$ cat src/include/icache_macros.svh
`ifndef ICACHE_MACROS_SVH
`define ICACHE_MACROS_SVH

// cache geometry

// number of sets as a power of two
`define ICACHE_INDEX_WIDTH 4

// words per line as a power of two
`define ICACHE_OFFSET_WIDTH 2

// associativity
`define ICACHE_WAYS 2

`endif

$ cat src/source/cache_pkg.sv
`include "icache_macros.svh"

package cache_pkg;

    // tag takes everything above index, word offset and byte offset
    localparam int TAG_WIDTH = 32 - `ICACHE_INDEX_WIDTH - `ICACHE_OFFSET_WIDTH - 2;
    localparam int LINE_WORDS = 1 << `ICACHE_OFFSET_WIDTH;
    localparam int SETS = 1 << `ICACHE_INDEX_WIDTH;

    typedef logic [`ICACHE_INDEX_WIDTH-1:0] index_t;

    typedef logic [TAG_WIDTH-1:0] tag_t;

    // one entry of the tag array
    typedef struct packed {
        logic valid;
        tag_t tag;
    } tag_entry_t;

    // one cache line, word 0 at the lowest address
    typedef logic [LINE_WORDS-1:0][31:0] line_t;

endpackage

$ cat src/source/fetch_pkg.sv
`include "icache_macros.svh"

package fetch_pkg;

    // field positions within a fetch address
    localparam int OFFSET_LSB = 2;
    localparam int INDEX_LSB = OFFSET_LSB + `ICACHE_OFFSET_WIDTH;
    localparam int TAG_LSB = INDEX_LSB + `ICACHE_INDEX_WIDTH;

    typedef logic [`ICACHE_OFFSET_WIDTH-1:0] offset_t;

    // [0] is the word at the fetch address, [1] the next one
    typedef logic [1:0][31:0] instr_pair_t;

    // addi x0, x0, 0
    localparam logic [31:0] NOP_WORD = 32'h00000013;

endpackage

$ cat src/source/icache_request_buffer.sv
`timescale 1ns/1ps
`include "icache_macros.svh"

module icache_request_buffer (
    input  logic                 clk,
    input  logic                 reset,
    input  logic                 load,
    input  logic [31:0]          fetch_addr,
    output cache_pkg::index_t    index,
    output cache_pkg::tag_t      tag,
    output fetch_pkg::offset_t   offset
);

    logic [31:0] addr_q;

    // holds the address from accept until the response leaves
    always_ff @(posedge clk) begin
        if (reset) begin
            addr_q <= '0;
        end else if (load) begin
            addr_q <= fetch_addr;
        end
    end

    // field split for lookup and refill
    assign offset = addr_q[fetch_pkg::OFFSET_LSB +: `ICACHE_OFFSET_WIDTH];
    assign index  = addr_q[fetch_pkg::INDEX_LSB +: `ICACHE_INDEX_WIDTH];
    assign tag    = addr_q[31:fetch_pkg::TAG_LSB];

endmodule

$ cat config.mk
export PLATFORM = sky130hd
export DESIGN_NAME = icache_request_buffer
export DESIGN_NICKNAME = d
export VERILOG_FILES = /design/src/source/cache_pkg.sv /design/src/source/fetch_pkg.sv /design/src/source/icache_request_buffer.sv
export VERILOG_INCLUDE_DIRS = /design/src /design/src/include
export SDC_FILE = /design/constraint.sdc
export NUM_CORES = 1
export LEC_CHECK = 0
export BUFFER_PORTS_ARGS = -buffer_cell sky130_fd_sc_hd__clkbuf_2
export CAP_MARGIN = 20
export CORE_UTILIZATION = 35
export CTS_BUF_LIST = sky130_fd_sc_hd__clkbuf_8
export CTS_CLUSTER_SIZE = 8
export DETAILED_ROUTE_END_ITERATION = 8
export GPL_TIMING_DRIVEN = 0
export PLACE_DENSITY = 0.72
export SYNTH_ARGS = -nofsm -noshare
export SYNTH_HDL_FRONTEND = slang
export SYNTH_SLANG_ARGS = --single-unit
$ cat constraint.sdc
create_clock -name clk -period 1.7 [get_ports clk]
set_input_delay 0.425 -clock clk [delete_from_list [all_inputs] [get_ports clk]]
set_output_delay 0.425 -clock clk [all_outputs]
set_load 0.01 [all_outputs]
==> out/metrics.yaml <==
status:
  status: "complete, but fails checks"
  violations: "DRC"
die:
  fp.dieH_um: 58.0
  fp-row-count: 19
  dieWidth_um: 58.0
  die-area_um2: 3360
  start_util: 0.384
  core-area_um2: 2850
  ios: 65
finish:
  syn_to_final_growth_pct: 37.9
  top_regs: "addr_q (30)"
  layout-drive-gt1-share: 0.421
  final_cell_mix: "clkbuf_2, mux2i_1, nor2_1, dfxtp_1, clkbuf_8"
  final_nets: 199
  largest-register: "addr_q"
  n_antenna_cell: 0
  largest_register_ffs: 30
  final_common_cell: "clkbuf_2"
timing:
  finalSetupViolations: 0
  finalHoldWorstSlack_ns: 0.395
  hold_viol: 0
  tightest_slew_ns: 0.416
  setup_tns_ns: 0
  timing.final.max_slew_violations: 0
  finalWorstSetupSlack_ns: 0.537
  min_period_ns: 1.16
  fin_skew_ns: 0
  fmax_ghz: 0.860
  rsz0062_at_grt: "no"
  slew_headroom: 0.723
  post-route-period-util: 0.684
clock_tree:
  clock_latency_ns: 0.26
  cts_setup_buffers: 0
  cts_resized: 0
  cts_buffer_depth: 2
  clockRootBuffer: "clkbuf_8"
  tritoncts: "done"
  clk_pin_slew_ns: 0.06
  htree_levels: 2
  hold_buffers: 0
  clock-sinks: 30
  cts_buffers: 5
logic_synthesis:
  synth_mux_area_frac: 0.274
  synth-seq-area-share: 0.548
  synth_top_family_by_area: "multiplexers"
  synthesis.area_um2: 1100
  syn_area_per_cell_um2: 11.3
  ys_ff_latch: 30
  synth_simple_gate_area_frac: 0.103
  yosysWarnings: 0
  synth_fa_ha_area_frac: 0
  synthCells: 97
  synthXorXnorAreaFrac: 0
  synth-compound-area-share: 0
  synth_cell_types: 6
  synthesis.nets: 132
grt:
  grt_max_degree: 11
  grt_overflow_total: 0
  grt_pass1_wl_um: 3480
  antenna_found_initial: 0
  globalRouteTotalUtil: 0.139
  grt_pass1_vias: 823
routing:
  wl_per_cell_um: 11.1
  dr_wl_met3_um: 143
  routed-via-count: 865
  vias_per_cell: 4.44
  drc: 4
  drt_iter0_drc: 23
  wl_met2_um: 1150
  drtAntennaViolNets: 0
  wl_um: 2160
  top_layer: "met4"
  first_pass_iters: 6
  wl_met1_um: 852
worst_setup_path:
  critPathCaptureType: "output port"
  critical_path_class: "reg2out"
  slowest_delay_ns: 0.34
  cp_top_family: "flip-flops"
  critPathSlowestCell: "dfxtp_1"
  cp-start-kind: "flop"
  crit_chain: "clkbuf_2"
  worstPathMaxFanout: 2
  crit_buf_inv: 1
  worstPathRequired_ns: 1.27
  arrival_ns: 0.74
job:
  cap_violations: 0
pwr:
  p_per_area_nw_per_um2: 965
  peakVddDrop_mv: 0.540
  leakage_nw: 0.823
placed_design:
  place.gp.congestion: 0.670
  place_hpwl_um: 1730
  pre_cts_slack_ns: 0.625
  port_buffers: 60
min_path:
  holdCritPathClass: "in2reg"
-- through the flow --
stage                     area (um2)  power, W  instances  utilization
after floorplan                 1100  0.000900         97            -
after global placement          1440  0.000982        188        0.503
after detailed placement        1440  0.000991        188        0.503
after CTS                       1510   0.00148        195        0.530
after global routing            1510   0.00154        195        0.530
final                           1510   0.00146        195        0.530
-- report_power, final --
| part | switching (W) | internal [W] | total [W] |
|---|---|---|---|
| clock | 0.000217 | 0.000268 | 0.000485 |
| combinational | 0.0000968 | 0.000109 | 0.000206 |
| sequential | 0.0000205 | 0.000746 | 0.000767 |
-- metal layers --
layer	vias up	track usage
met4	0	0.0612
met5	-	0
met2	35	0.251
met3	2	0.0491
met1	380	0.143
li1	448	-
-- cell families (layout without fill, tap and decap cells) --
group,after synthesis,in the layout
simple gates,30,30
flops,30,30
mux,30,30
buf+inv,7,74
-- final timing paths --
check | from | end | slack [ns] | cells past startpoint
setup reg to reg | addr_q[20]$_SDFFE_PP0P_ | addr_q[20]$_SDFFE_PP0P_ | 1.06 | 2
setup / recovery | addr_q[15]$_SDFFE_PP0P_ | tag[7] | 0.54 | 1
hold / removal | fetch_addr[29] | addr_q[29]$_SDFFE_PP0P_ | 0.40 | 3
hold reg to reg | addr_q[3]$_SDFFE_PP0P_ | addr_q[3]$_SDFFE_PP0P_ | 0.49 | 2
-- final cells by class --
class / count / area, um2
fill: 268 / 1340
sequential: 30 / 601
multi-input combinational: 60 / 413
timing repair buffer: 60 / 300
buffer: 7 / 82.6
clock buffer: 5 / 68.8
tap: 31 / 38.8
clock inverter: 2 / 7.51
-- synth_stat cells --
cell	number	share of area
dfxtp_1	30	0.55
buf_12	3	0.055
nor2_1	30	0.10
buf_6	1	0.010
clkbuf_1	3	0.010
mux2i_1	30	0.27
-- worst reg2reg max path: cells and delay by family (launching register included) --
kind,cells,cell delay [ns]
simple gates,1,0.06
flops,1,0.31
mux,1,0.15
No activity file was read; power rests on OpenSTA's default activity.
