File: src/include/icache_macros.svh
`ifndef ICACHE_MACROS_SVH
`define ICACHE_MACROS_SVH

// cache geometry

// number of sets as a power of two
`define ICACHE_INDEX_WIDTH 4

// words per line as a power of two
`define ICACHE_OFFSET_WIDTH 2

// associativity
`define ICACHE_WAYS 2

`endif

File: src/source/cache_pkg.sv
`include "icache_macros.svh"

package cache_pkg;

    // tag takes everything above index, word offset and byte offset
    localparam int TAG_WIDTH = 32 - `ICACHE_INDEX_WIDTH - `ICACHE_OFFSET_WIDTH - 2;
    localparam int LINE_WORDS = 1 << `ICACHE_OFFSET_WIDTH;
    localparam int SETS = 1 << `ICACHE_INDEX_WIDTH;

    typedef logic [`ICACHE_INDEX_WIDTH-1:0] index_t;

    typedef logic [TAG_WIDTH-1:0] tag_t;

    // one entry of the tag array
    typedef struct packed {
        logic valid;
        tag_t tag;
    } tag_entry_t;

    // one cache line, word 0 at the lowest address
    typedef logic [LINE_WORDS-1:0][31:0] line_t;

endpackage

File: src/source/icache_way_array.sv
`timescale 1ns/1ps
`include "icache_macros.svh"

module icache_way_array #(
    parameter type entry_t = logic [31:0],
    parameter int  WAYS    = `ICACHE_WAYS
) (
    input  logic               clk,
    input  logic               reset,
    input  cache_pkg::index_t  read_index,
    output entry_t             read_entries [WAYS],
    input  logic [WAYS-1:0]    write_way,
    input  cache_pkg::index_t  write_index,
    input  entry_t             write_entry
);

    localparam int SETS = 1 << `ICACHE_INDEX_WIDTH;

    entry_t storage [WAYS][SETS];

    ////////////////////////////////////////////////////////////////////////////
    // storage, cleared so every tag starts invalid
    ////////////////////////////////////////////////////////////////////////////

    always_ff @(posedge clk) begin
        if (reset) begin
            for (int w = 0; w < WAYS; w++) begin
                for (int s = 0; s < SETS; s++) begin
                    storage[w][s] <= '0;
                end
                read_entries[w] <= '0;
            end
        end else begin
            for (int w = 0; w < WAYS; w++) begin
                // all ways read together, one cycle later
                read_entries[w] <= storage[w][read_index];
                if (write_way[w]) begin
                    storage[w][write_index] <= write_entry;
                end
            end
        end
    end

endmodule

File: config.mk
export PLATFORM = sky130hd
export DESIGN_NAME = icache_way_array
export DESIGN_NICKNAME = d
export VERILOG_FILES = /design/src/source/cache_pkg.sv /design/src/source/icache_way_array.sv
export VERILOG_INCLUDE_DIRS = /design/src /design/src/include
export SDC_FILE = /design/constraint.sdc
export NUM_CORES = 1
export LEC_CHECK = 0
export CAP_MARGIN = 20
export CORE_ASPECT_RATIO = 1.2
export CORE_MARGIN = 2
export CORE_UTILIZATION = 50
export DETAILED_ROUTE_END_ITERATION = 7
export DONT_BUFFER_PORTS = 1
export PLACE_DENSITY = 0.77
export SYNTH_ARGS = -nofsm -noshare
export SYNTH_HDL_FRONTEND = slang
export SYNTH_SLANG_ARGS = --single-unit
File: constraint.sdc
create_clock -name clk -period 2.2 [get_ports clk]
set_clock_uncertainty 0.05 [all_clocks]
set_input_delay 0.22 -clock clk [delete_from_list [all_inputs] [get_ports clk]]
set_output_delay 0.22 -clock clk [all_outputs]
set_load 0.02 [all_outputs]
==> impl_results.md <==
* Placed insts at approximately 4,500
* Most frequent cells in the layout: and2_1, edfxtp_1, mux2i_1, a22oi_1, nand2_1
* N_diodes at 0
* Routed WL at 119,000 um
* Top_reg_cell synth: edfxtp_1
* Sink Count at between 1,000 and 1,500
* Failing checks: negative hold slack, max-slew violations, negative setup slack
* Post-detail-place hpwl at 68,600 um
* Final min period at 3.04 ns
* Nets at 3,480
* P per Cell Area at approximately 840 nW/um2
* Fmax achieved at 329 MHz
* Synth top area cells: edfxtp_1, and2_1, mux2i_1, a22oi_1, dfxtp_1
* Vias per inst at 5.77
* Non-Filler Instances at 4,800
* Final ANT Viol Nets at 0
* Total die area at 99,700 um2
* Router iterations before antenna repair at 5
* Endpoints failing setup at 21
* GRT Total Usage at 0.237
* Synth area leader: edfxtp_1
* Worst-margin pin slew at 2.74 ns
* VDD IR max at 0.000756 V
* PnR worst setup slack at -0.843 ns
* Worst Hold Margin at -0.0458 ns
* HP Start: read_index[0]
* Crit start category: input pin
* Rel. slew slack at -0.826
* Starting Density at 0.503
* DRC at 0
* Max cap viols at 0
* Post-synth top area share at 0.633
* Placeable Area at 96,500 um2
* Synth Register Bits at 1,088
* Number of DRC markers in iteration 0 at about 2,800
* Hold depth at 4
* Fillcell total at 7,256
* Distinct cells, synth at 29
* H-Tree Depth at 3
* PnR Total Power at 46.1 mW
* Number of synthesized flops with an enable pin at 1,024
* Final Hold Fails at 1
* Port Buffer Count at 0
* Routed len/inst at 24.8 um
* Worst hold path endpoint: read_entries[20]
* Placer Congestion at just over 0.8
* Outcome: finished with violations
* Pin count of the biggest net entering global routing at 486
* Yosys warns at 0
* Worst EP required at 2.66 ns
* Synth Instances at 3,444
* Post-synthesis async set-or-reset flop share at 0
* Sequential area share after synthesis at 0.659
* Initial antenna violation count at 7
* Switching power at 10.4 mW
* Gr ovfl total at 0
* CP Class: in2reg
* Average cell area after synthesis at 14.1 um2
* Sequential share of power at 0.530
* Worst slack, placed at 0.0131 ns
* Post-Syn Area at a little under 50,000 um2
* CTS tree: yes
* Rows at 125
* Via count at 27,700
* Critical Path Sink Type: register
* Max Slew Vio Count at 286
* Crit Reg-Reg Endpoint: read_entries[10]
* Combinational power share at 0.070
* Global-route wire length before repair at 177,000 um
* CTS resizes at 0
* Depth of the most critical reg-to-reg path at 3
* Power share of the clock group at 0.400
* Clock slew at reported path FFs at 0.06 ns
* Tightest Hold Check Type: in2reg
* Syn Nets at around 3,500
* R2r setup slk at 0.52 ns
* Root Driver: clkbuf_16
* Clock Tree Buf Depth at 3
* Total internal power at 35.6 mW
* CTS Buf Count at about 110
* RSZ-0062 raised after global routing: false
* Share of layout cells above drive strength 1 at 0.112
* Die width at 289 um
* Clk_lat worst skew at 0.69 ns
* Switching portion of total power at 0.227
* Synth-to-layout area growth at 12.3%
* Vias in the first global route at 28,200
* Die height at 345 um
* Lkg Pwr at ~21 nW
* Reg2Reg Launch Point: storage[1][426]
* Final worst-path cycle share at 1.38
* CP max FO at 485
* CP Data Arrival Time at 3.51 ns
* # IOs at between 100 and 150
## how the worst max path moves through the flow
stage	from	slack [ns]	depth (start not counted)	to
floorplan	write_index[3]	0.47	4	storage[0][384]
global placement	write_way[0]	0.04	4	storage[0][2]
detailed placement	write_way[0]	0.01	4	storage[0][2]
CTS	read_index[2]	0.29	4	read_entries[10]
global route	reset	0.40	3	storage[0][62]
finish	read_index[0]	-0.84	3	read_entries[54]
## state kept, by name, summed over array words and instances, names as in the netlist
name,cells
read_entries,64
storage,1024
## kinds of logic (layout without fill, tap and decap cells)
logic type / after synthesis / count (layout) / share of synthesized area
compound gates: 320 / 320 / 0.0468
mux: 493 / 493 / 0.106
flops: 1088 / 1088 / 0.659
simple gates: 1220 / 1220 / 0.151
buf+inv: 323 / 409 / 0.0367
## cell usage after synthesis, types with 4 or more instances
library cell,count
clkbuf_2,54
o21ai_1,20
buf_2,46
or2_2,32
nor2_2,18
o22ai_1,45
clkbuf_1,143
a22oi_1,218
edfxtp_1,1024
buf_1,21
nand2_1,116
mux2i_1,474
and2_1,1025
a221oi_1,19
buf_4,8
o21ai_0,18
dfxtp_1,64
buf_6,44
nor2_1,16
nor2b_1,4
mux4_2,19
## routing by layer
layer  track usage  wire (um)  up-vias
met5             0         40        -
li1              -          -    12400
met2         0.407      61000     1099
met1         0.309      46600    14000
met3        0.0418       8740      201
met4        0.0633       2560        6
## worst max-delay path, cell delays in order
cell	delay [ns]
mux4_2	1.40
o21ai_0	0.37
o21ai_0	0.26
## what timing repair did
| action | CTS | global route |
|---|---|---|
| setup buffers | 0 | 0 |
| hold buffers | 77 | 0 |
| endpoints found under the hold margin | 1550 | 0 |
| endpoints found under the setup margin | 0 | 0 |
## power by group through the flow
| stage | clock, mW | sequential, mW | combinational (mW) |
|---|---|---|---|
| 4_1_cts | 18.6 | 24.4 | 3.09 |
| 3_3_place_gp | 0 | 24.8 | 2.57 |
| 6_report | 18.4 | 24.4 | 3.23 |
| 2_1_floorplan | 0 | 24.7 | 2.07 |
| 5_1_grt | 19.4 | 24.5 | 3.37 |
| 3_5_place_dp | 0 | 24.8 | 2.61 |
## per-stage QoR
step | hold WS [ns] | cell area, um2 | TNS [ns] | util
3_5_place_dp | 0.373 | 49700 | 0 | 0.515
5_1_grt | 0.00112 | 54600 | 0 | 0.565
6_report | -0.0458 | 54600 | -6.06 | 0.565
4_1_cts | 0.00320 | 54200 | 0 | 0.562
3_3_place_gp | 0.370 | 49700 | 0 | 0.515
2_1_floorplan | 0.368 | 48600 | 0 | -
## final cells by class
type                    count  area [um2]  area share
well taps                1270        1590      0.0291
flip-flops and latches   1088       32000       0.587
clock buffers             148        2950      0.0541
repair buffers            205        2580      0.0473
clock inverters            55         574      0.0105
multi-input cells        2033       14800       0.272
inverters                   1        3.75   0.0000688
(Power assumes the default switching activity.)
