## src/include/icache_macros.svh

```systemverilog
`ifndef ICACHE_MACROS_SVH
`define ICACHE_MACROS_SVH

// cache geometry

// number of sets as a power of two
`define ICACHE_INDEX_WIDTH 4

// words per line as a power of two
`define ICACHE_OFFSET_WIDTH 2

// associativity
`define ICACHE_WAYS 2

`endif

```

## src/source/cache_pkg.sv

```systemverilog
`include "icache_macros.svh"

package cache_pkg;

    // tag takes everything above index, word offset and byte offset
    localparam int TAG_WIDTH = 32 - `ICACHE_INDEX_WIDTH - `ICACHE_OFFSET_WIDTH - 2;
    localparam int LINE_WORDS = 1 << `ICACHE_OFFSET_WIDTH;
    localparam int SETS = 1 << `ICACHE_INDEX_WIDTH;

    typedef logic [`ICACHE_INDEX_WIDTH-1:0] index_t;

    typedef logic [TAG_WIDTH-1:0] tag_t;

    // one entry of the tag array
    typedef struct packed {
        logic valid;
        tag_t tag;
    } tag_entry_t;

    // one cache line, word 0 at the lowest address
    typedef logic [LINE_WORDS-1:0][31:0] line_t;

endpackage

```

## src/source/icache_controller.sv

```systemverilog
`timescale 1ns/1ps
`include "icache_macros.svh"

module icache_controller (
    input  logic                      clk,
    input  logic                      reset,
    input  logic                      fetch_valid,
    output logic                      fetch_ready,
    output logic                      buffer_load,
    input  cache_pkg::tag_entry_t     tag_entries [`ICACHE_WAYS],
    input  cache_pkg::tag_t           request_tag,
    input  cache_pkg::index_t         request_index,
    input  logic                      victim_way,
    output logic                      lru_update,
    output logic                      touched_way,
    output logic [`ICACHE_WAYS-1:0]   tag_write_way,
    output logic [`ICACHE_WAYS-1:0]   data_write_way,
    output logic                      mem_req,
    input  logic                      mem_ack,
    output logic                      refill_capture,
    output logic                      use_refill,
    output logic                      hit_way,
    output logic                      rsp_valid
);

    typedef enum logic [1:0] {
        S_LOOKUP,
        S_REFILL,
        S_RESPOND,
        S_RELEASE
    } state_t;

    state_t state;
    state_t state_next;

    logic lookup_valid;
    logic hit;
    logic lookup_hit;
    logic lookup_miss;
    logic refill_write;
    cache_pkg::index_t miss_index;
    logic [`ICACHE_WAYS-1:0] victim_onehot;

    ////////////////////////////////////////////////////////////////////////////
    // tag compare, the arrays hold the set read at accept
    ////////////////////////////////////////////////////////////////////////////

    always_comb begin
        hit = 1'b0;
        hit_way = 1'b0;
        for (int w = 0; w < `ICACHE_WAYS; w++) begin
            if (tag_entries[w].valid && tag_entries[w].tag == request_tag) begin
                hit = 1'b1;
                hit_way = w[0];
            end
        end
    end

    assign lookup_hit  = lookup_valid && hit;
    assign lookup_miss = lookup_valid && !hit;

    ////////////////////////////////////////////////////////////////////////////
    // FSM
    ////////////////////////////////////////////////////////////////////////////

    always_comb begin
        state_next = state;
        case (state)
            S_LOOKUP: begin
                if (lookup_miss) begin
                    state_next = S_REFILL;
                end
            end
            S_REFILL: begin
                if (mem_ack) begin
                    state_next = S_RESPOND;
                end
            end
            // memory may still hold ack after the response
            S_RESPOND: state_next = mem_ack ? S_RELEASE : S_LOOKUP;
            S_RELEASE: state_next = mem_ack ? S_RELEASE : S_LOOKUP;
            default:   state_next = S_LOOKUP;
        endcase
    end

    always_ff @(posedge clk) begin
        if (reset) begin
            state <= S_LOOKUP;
            lookup_valid <= 1'b0;
        end else begin
            state <= state_next;
            lookup_valid <= buffer_load;
        end
    end

    // set under refill, latched when the miss is seen
    always_ff @(posedge clk) begin
        if (lookup_miss) begin
            miss_index <= request_index;
        end
    end

    ////////////////////////////////////////////////////////////////////////////
    // outputs
    ////////////////////////////////////////////////////////////////////////////

    // a miss in the lookup cycle blocks the next accept at once
    assign fetch_ready = (state == S_LOOKUP) && !lookup_miss;
    assign buffer_load = fetch_valid && fetch_ready;

    assign mem_req = (state == S_REFILL);
    assign refill_capture = (state == S_REFILL) && mem_ack;

    // write only into the set that missed
    assign refill_write = refill_capture && (request_index == miss_index);

    always_comb begin
        victim_onehot = '0;
        victim_onehot[victim_way] = 1'b1;
    end

    assign tag_write_way  = refill_write ? victim_onehot : '0;
    assign data_write_way = refill_write ? victim_onehot : '0;

    assign lru_update  = lookup_hit || refill_write;
    assign touched_way = refill_write ? victim_way : hit_way;

    assign use_refill = (state == S_RESPOND);
    assign rsp_valid  = lookup_hit || (state == S_RESPOND);

endmodule

```

## config.mk

```make
export PLATFORM = sky130hd
export DESIGN_NAME = icache_controller
export DESIGN_NICKNAME = d
export VERILOG_FILES = /design/src/source/cache_pkg.sv /design/src/source/icache_controller.sv
export VERILOG_INCLUDE_DIRS = /design/src /design/src/include
export SDC_FILE = /design/constraint.sdc
export NUM_CORES = 1
export LEC_CHECK = 0
export ABC_CLOCK_PERIOD_IN_PS = 3400
export BUFFER_PORTS_ARGS = -buffer_cell sky130_fd_sc_hd__buf_2
export CORE_MARGIN = 2
export CORE_UTILIZATION = 40
export DETAILED_ROUTE_END_ITERATION = 7
export PLACE_DENSITY = 0.9
export SLEW_MARGIN = 0
export SYNTH_ARGS = -nofsm -noshare
export SYNTH_HDL_FRONTEND = slang
export SYNTH_SLANG_ARGS = --single-unit
```

## constraint.sdc

```tcl
create_clock -name clk -period 3.4 [get_ports clk]
set_input_delay 0.68 -clock clk [delete_from_list [all_inputs] [get_ports clk]]
set_output_delay 0.68 -clock clk [all_outputs]
set_load 0.005 [all_outputs]
```

==> metrics.md <==
| Metric | Value |
|---|---|
| Layout area overhead | `50.9%` |
| Met1 usage | `20.8%` |
| Core area | `2450 um2` |
| Actual slew at the worst max-slew pin | `0.386 ns` |
| Post-route clock period utilization | `79.7%` |
| Setup violations, final | `0` |
| Met2 usage | `37.1%` |
| R2r setup slk | `2.24 ns` |
| Post-Route WL | `2970 um` |
| Fin. max-slew vios | `0` |
| Post-synth ARST share | `0%` |
| Reg2Reg Launch Point | `lookup_valid` |
| Post-Syn Instances | `122` |
| Syn_area_per_cell | `8.44 um2` |
| Largest net degree at the start of global routing | `7` |
| Clock Skew | `0.00486 ns` |
| GRT busiest layer | `met2` |
| First-pass DRT Iterations | `4` |
| Skew-Pair Late Insertion Delay | `0.25 ns` |
| Power, Total | `330 uW` |
| Kind of critical path | `input pin to output port` |
| # hold bufs at CTS | `0` |
| Final Net Count | `303` |
| First-pass GRT wire length | `4280 um` |
| Fillcell total | `214` |
| Post-detailed-route wirelength per cell | `11.9 um` |
| Top_reg_cell synth | `edfxtp_1` |
| Post-synth top cells | `29 x xnor2_1, 23 x xor2_1, 11 x nand4_1` |
| CP arrival | `2.03 ns` |
| Synth Register Bits | `7` |
| Count leader, synth | `xnor2_1` |
| Clock Pin Slew Worst Setup and Hold Paths | `0.05 ns` |
| Fmax | `0.369 GHz` |
| Synth top area cells | `xnor2_1 25%, xor2_1 20%, edfxtp_1 12%` |
| Critical R2R Capture | `state[0]` |
| Ant. Diodes | `0` |
| Vias in the first global route | `1,131` |
| Clock sinks | `7` |
| Via count | `1,266` |
| Width of the die | `54.7 um` |
| Hold depth | `2` |
| Setup TNS | `0 ns` |
| Leading area contributor after synthesis | `xnor2_1` |
| Post-synth EDFFs | `4` |
| Synth Warn # | `0` |
| Met3 Use GR | `4.92%` |
| Register area share after synthesis | `17.5%` |
| Final HPWL DP | `2790 um` |
| GRT overflow | `0` |
| Yosys cell types | `29` |
| Layout cells sized above 1 | `45.7%` |
| GRT Overall Usage | `20.2%` |
| Io pins | `96` |
| Crit path max fanout | `6` |
| CTS Buf Count | `3` |
| Hold Path Class | `flop to flop` |
| Setup Buffers After CTS | `0` |
| RSZ-0062 raised after global routing | `no` |
| Die Ht | `54.7 um` |
| Critical Path RT | `2.72 ns` |
| Leak pwr | `0.000731 uW` |
| CTS tree | `done` |
| Slowest cell delay on critical path | `0.40 ns` |
| PwrDens | `213 nW/um2` |
| Slew HR | `73.9%` |
| Hold_ws | `0.520 ns` |
| PortBufs | `95` |
| DRC | `0` |
| Cts repair resizes | `0` |
| Worst R2R Path Depth | `4` |
| Hold_sp | `state[1]` |
| Initial antenna violation count | `0` |
| Crit path time final | `2.71 ns` |
| Critical Path Start Type | `input pin` |
| H-tree levels | `1` |
| Starting density of the core | `41.9%` |
| Synth top area share | `24.7%` |
| Max-cap violations | `0` |
| Die area | `3000 um2` |
| Clock root buffer | `clkbuf_4` |
| CP most frequent cell | `buf_2` |
| Syn Std Cell Area | `1030 um2` |
| Crit path cell chain | `buf_2 -> xnor2_1 -> nand4_1 -> nor4b_1 -> a22oi_2 -> a21boi_0 -> buf_2` |
| CP Capture Type | `output port` |
| Routability Congestion | `0.819` |
| Routed Antenna Nets | `0` |
| Vias per inst | `5.08` |
| Status | `finished clean` |
| Iter 0 DRT Violations | `13` |
| Worst path slowest cell | `nor4b_1` |
| Hold Path End | `state[0]` |
| Fin. Hold Viols | `0` |
| Num rows | `18` |
| Syn Nets | `205` |
| Clock buffer depth | `2` |
| Worst vdd ir | `0.139 mV` |
## logic make-up (layout without fill, tap and decap cells)
kind of cell / Yosys count / count (layout) / share of synthesized area [%]
xor+xnor: 52 / 52 / 44.2
flops: 7 / 7 / 17.5
simple gates: 50 / 50 / 28.9
compound gates: 9 / 9 / 7.17
buf+inv: 4 / 101 / 2.19
## routing by layer
| layer | share of wire (%) | vias up | routed length (um) |
|---|---|---|---|
| met5 | 0 | - | 0 |
| met1 | 36 | 552 | 1070 |
| met2 | 52 | 66 | 1530 |
| li1 | - | 638 | - |
| met3 | 9.6 | 10 | 284 |
| met4 | 2.7 | 0 | 80 |
## sequential cells by signal (all words and copies together), names as in the netlist
register / count
miss_index: 4
state: 2
lookup_valid: 1
## critical path, delay by kind of cell
kind	cells	cell delay (ns)
XOR/XNOR	1	0.24
AND/OR/NAND/NOR	2	0.52
AO/OA/AOI/OAI	2	0.36
buffers and inverters	2	0.23
## stage by stage
step                setup slack [ns]  instances  instance area [um2]  util, %
floorplan                       1.07        122                 1030        -
global placement               0.690        245                 1530     62.2
detailed placement             0.677        245                 1530     62.2
CTS                            0.677        249                 1550     63.3
global route                   0.496        249                 1550     63.3
finish                         0.689        249                 1550     63.3
## placed cells by master (no fill, tap or decap), drive strengths merged, types with 2 or more instances in the layout
cell	count
nor4	8
and4	3
xnor2	29
xor2	23
and2	4
edfxtp	4
buf	95
nand4	11
inv	2
dfxtp	3
nand2	5
nor2b	3
nor3	3
nor2	7
clkbuf	4
## layout make-up
type	count	area (um2)	area share (%)
multi-input cells	111	827	53.2
repair buffers	95	475	30.6
flip-flops and latches	7	180	11.6
well taps	30	37.5	2.42
clock buffers	4	26.3	1.69
inverters	2	7.51	0.483
## power by group
group	leakage, uW	switching, uW	total (uW)	internal [uW]
Combinational	0.000655	75.6	159	83.5
Clock	0.0000150	28.1	72.7	44.6
Sequential	0.0000616	3.42	98.6	95.1
## worst max-delay path by stage
stage	start	end	slack [ns]
6_report	tag_entries[34]	fetch_ready	0.69
5_1_grt	request_tag[9]	lru_update	0.50
4_1_cts	tag_entries[34]	fetch_ready	0.68
3_5_place_dp	tag_entries[34]	fetch_ready	0.68
3_3_place_gp	tag_entries[34]	fetch_ready	0.69
2_1_floorplan	tag_entries[39]	fetch_ready	1.07
(Power assumes the default switching activity.)
