$ cat src/include/icache_macros.svh
`ifndef ICACHE_MACROS_SVH
`define ICACHE_MACROS_SVH

// cache geometry

// number of sets as a power of two
`define ICACHE_INDEX_WIDTH 4

// words per line as a power of two
`define ICACHE_OFFSET_WIDTH 2

// associativity
`define ICACHE_WAYS 2

`endif

$ cat src/source/cache_pkg.sv
`include "icache_macros.svh"

package cache_pkg;

    // tag takes everything above index, word offset and byte offset
    localparam int TAG_WIDTH = 32 - `ICACHE_INDEX_WIDTH - `ICACHE_OFFSET_WIDTH - 2;
    localparam int LINE_WORDS = 1 << `ICACHE_OFFSET_WIDTH;
    localparam int SETS = 1 << `ICACHE_INDEX_WIDTH;

    typedef logic [`ICACHE_INDEX_WIDTH-1:0] index_t;

    typedef logic [TAG_WIDTH-1:0] tag_t;

    // one entry of the tag array
    typedef struct packed {
        logic valid;
        tag_t tag;
    } tag_entry_t;

    // one cache line, word 0 at the lowest address
    typedef logic [LINE_WORDS-1:0][31:0] line_t;

endpackage

$ cat src/source/icache_lru.sv
`timescale 1ns/1ps
`include "icache_macros.svh"

module icache_lru (
    input  logic               clk,
    input  logic               reset,
    input  cache_pkg::index_t  index,
    input  logic               update,
    input  logic               touched_way,
    output logic               victim_way
);

    localparam int SETS = 1 << `ICACHE_INDEX_WIDTH;

    // one bit per set naming the way used least recently
    logic [SETS-1:0] lru_bits;

    always_ff @(posedge clk) begin
        if (reset) begin
            lru_bits <= '0;
        end else if (update) begin
            // the other way becomes the next victim
            lru_bits[index] <= ~touched_way;
        end
    end

    assign victim_way = lru_bits[index];

endmodule

$ cat config.mk
export PLATFORM = sky130hd
export DESIGN_NAME = icache_lru
export DESIGN_NICKNAME = d
export VERILOG_FILES = /design/src/source/cache_pkg.sv /design/src/source/icache_lru.sv
export VERILOG_INCLUDE_DIRS = /design/src /design/src/include
export SDC_FILE = /design/constraint.sdc
export NUM_CORES = 1
export LEC_CHECK = 0
export ABC_AREA = 1
export BUFFER_PORTS_ARGS = -buffer_cell sky130_fd_sc_hd__buf_4
export CELL_PAD_IN_SITES_DETAIL_PLACEMENT = 0
export CELL_PAD_IN_SITES_GLOBAL_PLACEMENT = 1
export CORE_MARGIN = 2
export CORE_UTILIZATION = 30
export CTS_BUF_LIST = sky130_fd_sc_hd__clkbuf_4 sky130_fd_sc_hd__clkbuf_8 sky130_fd_sc_hd__clkbuf_16
export DETAILED_ROUTE_END_ITERATION = 8
export GPL_ROUTABILITY_DRIVEN = 0
export GPL_TIMING_DRIVEN = 0
export PLACE_DENSITY = 0.61
export SLEW_MARGIN = 0
export SYNTH_ARGS = -nofsm -noshare
export SYNTH_HDL_FRONTEND = slang
export SYNTH_SLANG_ARGS = --single-unit
export TNS_END_PERCENT = 50
$ cat constraint.sdc
create_clock -name clk -period 0.9 [get_ports clk]
set_clock_uncertainty 0.05 [all_clocks]
set_input_delay 0.09 -clock clk [delete_from_list [all_inputs] [get_ports clk]]
set_output_delay 0.09 -clock clk [all_outputs]
set_load 0.05 [all_outputs]
==> metrics.md, run 1 <==
| Metric | Value |
|---|---|
| Outcome | complete, but fails checks |
| Violated checks | setup timing |
| Share of layout cells above drive strength 1 | between 20% and 30% |
| Clk buf depth | 2 |
| Clock tree sinks | 16 |
| Yosys warning count | 0 |
| Sum Neg Setup Slack | -459 ps |
| Setup violators final | 1 |
| Peak supply drop | 0.682 mV |
| Worst Path Required | between 700 and 800 ps |
| Slew at the pin closest to its max-slew limit | roughly 500 ps |
| CP most frequent cell | nand2_1 |
| # DRC | 0 |
| TritonCTS Buffers | 3 |
| Syn nets | 141 |
| Critical-path cell list | nand2_1 > nand2_1 > nand2_1 > nand2_1 > nand2_1 > nand2_1 > inv_2 > nand2_4 > buf_8 |
| Regs by FF count | lru_bits: 16 flops |
| Crit path largest cell delay | around 340 ps |
| Clk slew on worst S/H paths | roughly 100 ps |
| Crit. End Element | output pin |
| Mux cell area share after synthesis | 0% |
| Dpl cell area | between 900 and 1000 µm² |
| Mapped Area | between 800 and 900 µm² |
| Biggest register | lru_bits |
| HPWL Detailed | roughly 1700 µm |
| MaxCap Viol Count | 0 |
| Post-synthesis register bit count | 16 |
| Critical path type | flop to output pin |
| Leading area contributor after synthesis | dfxtp_1 |
| Syn_area_per_cell | roughly 6.4 µm² |
| Synth Area in Adders | 0% |
| Share of the synthesized area in the top cell type | a little under two fifths |
| Post-route ant nets | 0 |
| Post-synthesis cell type count | 15 |
| Final Max Slew Viols | 0 |
| Final Hold Fails | 0 |
| Slowest-stage cell, CP | dfxtp_2 |
| TritonCTS clock tree | done |
| Final wirelength | 2350 µm |
| Pleak | 0.420 nW |
| Die Wd | approximately 57 µm |
| Crit-path leading delay family | simple AND/OR/NAND/NOR gates |
| Wirelength per Cell | roughly 14 µm |
| RSZ-0062 raised after global routing | yes |
| # rows | 19 |
| Port bufs | 7 |
| CORE AREA | 2730 µm² |
| Levels on crit path | 9 |
| Hold path start | index[2] |
| Max reg flops | 16 |
| Largest net degree at the start of global routing | 11 |
| Overflow left after global routing | 0 |
| DIE HEIGHT | between 50 and 60 µm |
| Setup crit start | lru_bits[6] |
| Worst skew pair latency | around 290 ps |
| Htree depth | 1 |
| Max transition margin | 66.5% |
| Max frequency | approximately 740 MHz |
| Initial DRT Pass Iterations | 4 |
| Layout Utilization | between 30% and 40% |
| Most common cell after layout, fill and taps aside | nand2_1 |
| CTS hold repair buffers | 0 |
| # fillers | about 310 |
| Worst slack, placed | -284 ps |
| Post-Layout Cell Count | about 170 |
| P per Cell Area | between 1000 and 1500 nW/µm² |
| Worst Path Max Fanout | 2 |
| Nets | 153 |
| Vias per Instance | between 5 and 6 |
| Initial DRC count | 25 |
| All-Layer GR Usage | ~15% |
| Synth Area in XOR/XNOR | 0% |
| Initial core utilization | 31.3% |
| Die area | approximately 3300 µm² |
| First-pass GRT wire length | ~3900 µm |
| Arrival time at the worst endpoint | between 1000 and 1500 ps |
| Placed insts | approximately 170 |
| Final worst-path cycle share | 151% |
| Antenna violations before repair | 0 |
| Synth-to-Final Area Change | 16.3% |
| Worst hold path type | primary input to flop |
| Most frequent cells in the layout | nand2_1 (44), nand3_1 (16), a21oi_1 (16) |
| R2R Path Start | lru_bits[1] |
| Vias in the first global route | approximately 850 |
| Root Buffer | clkbuf_4 |
| Compound-cell area share of the yosys netlist | approximately a fifth |
| Final WS setup | -459 ps |
| Io pins | 9 |
| WP buf/inv | 2 |
| Post-route minimum period | 1360 ps |
| Vias | 901 |
| Largest family of logic cells by synthesized area | simple AND/OR/NAND/NOR gates |
| Worst Reg-to-Reg Cells | 2 |
| Synth Instances | 133 |
| Fin area | between 900 and 1000 µm² |
| Top cells by area, synth | dfxtp_1 (37%), nand2_1 (20%), a21oi_1 (9.4%) |
| Sequential area share after synthesis | a little under two fifths |
| Area share of and/or/nand/nor cells after synthesis | roughly a third |
| Hold Path Cell Cnt | 4 |
| Startpoint type of the worst setup path | flop |
| Antenna Cells | 0 |
## logic make-up after synthesis
logic type,count (synthesis)
simple gates,67
compound gates,32
buf+inv,18
flops,16
## repair_timing
item	4_1_cts	5_1_grt
setup buffers	0	0
endpoints found under the setup margin	1	1
resized for setup	7	4
## tightest hold or removal path, delay by kind of cell
kind	cells	cell delay (ps)
AND/OR/NAND/NOR	2	140
buffers and inverters	1	100
AO/OA/AOI/OAI	1	60
## metrics by stage
step	power, mW	hold slack, ps
after floorplan	0.835	252
after global placement	0.910	385
after detailed placement	0.908	393
after CTS	1.30	84.8
after global routing	1.35	104
final	1.30	87.2
## power breakdown
group	internal [mW]	leakage, nW	switching [mW]
clock network	0.155	0.0138	0.244
logic	0.0487	0.273	0.127
registers	0.717	0.133	0.00387
## final timing paths
path,to,slack (ps)
setup reg to reg,lru_bits[1],240
hold / removal,lru_bits[2],90
setup / recovery,victim_way,-460
hold reg to reg,lru_bits[8],430
## cell type report
cell class	instances	area, µm²	share of cell area [%]
repair buffers	7	60.1	6.05
multi-input cells	99	469	47.2
inverters	14	52.6	5.29
flip-flops and latches	16	330	33.2
plain buffers	4	20.0	2.02
clock buffers	3	22.5	2.27
well taps	31	38.8	3.90
## synthesized netlist by cell type (all sizes together)
cell,number
nand3,20
clkinv,3
nand2,45
a21oi,16
nor2,2
o21ai,16
clkbuf,1
buf,3
inv,11
dfxtp,16
## metal layers
layer / global-route usage [%] / part of all wire, % / vias to the layer above
met5: 0 / 0 / -
met3: 2.72 / 4.4 / 2
met2: 24.2 / 45 / 17
met4: 6.31 / 0.72 / 0
met1: 20.9 / 50 / 427
li1: - / - / 455
No activity file was read; power rests on OpenSTA's default activity.
==> run 2: changes to the inputs <==
--- a/config.mk
+++ b/config.mk
@@ -12,11 +12,13 @@
 export CELL_PAD_IN_SITES_GLOBAL_PLACEMENT = 1
 export CORE_MARGIN = 2
 export CORE_UTILIZATION = 30
-export CTS_BUF_LIST = sky130_fd_sc_hd__clkbuf_4 sky130_fd_sc_hd__clkbuf_8 sky130_fd_sc_hd__clkbuf_16
+export CTS_BUF_LIST = sky130_fd_sc_hd__clkbuf_8 sky130_fd_sc_hd__clkbuf_16
 export DETAILED_ROUTE_END_ITERATION = 8
 export GPL_ROUTABILITY_DRIVEN = 0
 export GPL_TIMING_DRIVEN = 0
 export PLACE_DENSITY = 0.61
+export SETUP_SLACK_MARGIN = 0.05
+export SKIP_CTS_REPAIR_TIMING = 1
 export SLEW_MARGIN = 0
 export SYNTH_ARGS = -nofsm -noshare
 export SYNTH_HDL_FRONTEND = slang
==> run 2 against run 1 <==
Compared with the run above:
- the flow still finishes with violations (setup timing)
- die area stayed put
- cell count did not move
- non-clock buffer count unchanged
- clock-buffer cell count stayed put
- utilization grew 0.78 points
- largest cell class unchanged
- largest power group unchanged
==> metrics.md, run 2 (synthesis results as in run 1) <==
| Metric | Value |
|---|---|
| Outcome | complete, but fails checks |
| Violated checks | setup timing |
| Clk buf depth | 2 (unchanged) |
| Worst Reg-to-Reg Cells | 2 (unchanged) |
| First-pass GRT wire length | 3890 µm (-0.36%) |
| Io pins | 9 (unchanged) |
| Antenna Cells | 0 (unchanged) |
| Largest net degree at the start of global routing | 11 (unchanged) |
| Setup violators final | 1 (unchanged) |
| Peak supply drop | 0.691 mV (+1.3%) |
| Synth-to-Final Area Change | 18.7% |
| Final WS setup | -414 ps (+44.9 ps) |
| Hold Path Cell Cnt | 4 (unchanged) |
| Vias in the first global route | 841 (-1.5%) |
| Most common cell after layout, fill and taps aside | nand2_1 |
| Initial DRC count | 25 (unchanged) |
| Worst Path Required | 760 ps (about the same) |
| RSZ-0062 raised after global routing | yes |
| Final worst-path cycle share | 146% (-5.0 points) |
| Die area | 3290 µm² (unchanged) |
| All-Layer GR Usage | 15.5% (+0.047 points) |
| Max frequency | 761 MHz (+3.4%) |
| Clock tree sinks | 16 (unchanged) |
| Crit. End Element | output pin |
| Die Wd | 57.4 µm (unchanged) |
| Post-route minimum period | 1310 ps (-44.9 ps) |
| Initial core utilization | 31.3% (unchanged) |
| Post-route ant nets | 0 (unchanged) |
| CORE AREA | 2730 µm² (unchanged) |
| Wirelength per Cell | 13.4 µm (-0.64%) |
| Vias per Instance | 5.18 (+0.11%) |
| Regs by FF count | lru_bits: 16 flops |
| Worst hold path type | primary input to flop |
| Post-Layout Cell Count | 174 (unchanged) |
| Dpl cell area | 953 µm² (unchanged) |
| Worst slack, placed | -284 ps (unchanged) |
| Worst Path Max Fanout | 2 (unchanged) |
| Clk slew on worst S/H paths | 70 ps (-30 ps) |
| Biggest register | lru_bits |
| Root Buffer | clkbuf_8 |
| Final wirelength | 2340 µm (-0.64%) |
| Final Max Slew Viols | 0 (unchanged) |
| Nets | 153 (unchanged) |
| TritonCTS clock tree | done |
| Slew at the pin closest to its max-slew limit | 335 ps (-167 ps) |
| HPWL Detailed | 1690 µm (unchanged) |
| Vias | 902 (+0.11%) |
| Port bufs | 7 (unchanged) |
| Htree depth | 1 (unchanged) |
| Antenna violations before repair | 0 (unchanged) |
| Initial DRT Pass Iterations | 4 (unchanged) |
| Max reg flops | 16 (unchanged) |
| Startpoint type of the worst setup path | flop |
| Arrival time at the worst endpoint | 1170 ps (-50 ps) |
| MaxCap Viol Count | 0 (unchanged) |
| # DRC | 0 (unchanged) |
| Placed insts | 171 (unchanged) |
| Fin area | 1010 µm² (+2.1%) |
| DIE HEIGHT | 57.4 µm (unchanged) |
| P per Cell Area | 1430 nW/µm² (+9.6%) |
| Overflow left after global routing | 0 (unchanged) |
| Max transition margin | 77.6% (+11 points) |
| # rows | 19 (unchanged) |
| Final Hold Fails | 0 (unchanged) |
| Share of layout cells above drive strength 1 | 22.4% (-1.4 points) |
| Worst skew pair latency | 250 ps (-40 ps) |
| TritonCTS Buffers | 3 (unchanged) |
| Pleak | 0.430 nW (+2.4%) |
| Most frequent cells in the layout | nand2_1 (44), nand3_1 (16), a21oi_1 (16) |
| Critical path type | flop to output pin |
## run 2: report_power, final
part | leakage, nW | internal (mW) | total [mW] | switching, mW
Clock | 0.0216 | 0.297 | 0.552 | 0.255
Combinational | 0.277 | 0.0503 | 0.178 | 0.128
Sequential | 0.132 | 0.717 | 0.721 | 0.00383
Total | 0.430 | 1.06 | 1.45 | 0.387
## run 2: final cells by class
class	instances	area, µm²
Fill cell	308	1720
Inverter	14	52.6
Clock buffer	3	41.3
Sequential cell	16	327
Buffer	4	21.3
Tap cell	31	38.8
Multi-Input combinational cell	99	474
Timing Repair Buffer	7	60.1
## run 2: worst paths after layout
| path | from | to | slack (ps) |
|---|---|---|---|
| hold / removal | index[2] | lru_bits[2] | 120 |
| setup / recovery | lru_bits[6] | victim_way | -410 |
| setup reg to reg | lru_bits[6] | lru_bits[6] | 240 |
| hold reg to reg | lru_bits[8] | lru_bits[8] | 420 |
## run 2: layer usage
metal  wire [µm]  global-route usage [%]
met3         129                    3.40
met4          15                    5.65
met1        1120                    21.0
met2        1070                    24.0
met5           0                       0
## run 2: through the flow
| step | util (%) | hold WS (ps) | power [mW] | setup TNS (ps) |
|---|---|---|---|---|
| floorplan | - | 252 | 0.835 | -12.8 |
| global placement | 34.9 | 385 | 0.910 | -2790 |
| detailed placement | 34.9 | 393 | 0.908 | -2550 |
| global route | 37.1 | 139 | 1.51 | -504 |
| finish | 37.1 | 119 | 1.45 | -414 |
| CTS | 36.4 | 132 | 1.45 | -466 |
## run 2: critical path, cell delays in order, from the launching register on
cell and delay, ps:
dfxtp_2 330, nand2_1 50, nand2_1 70, nand2_1 50, nand2_1 60, nand2_1 50
nand2_1 90, inv_2 50, nand2_4 50, buf_8 140
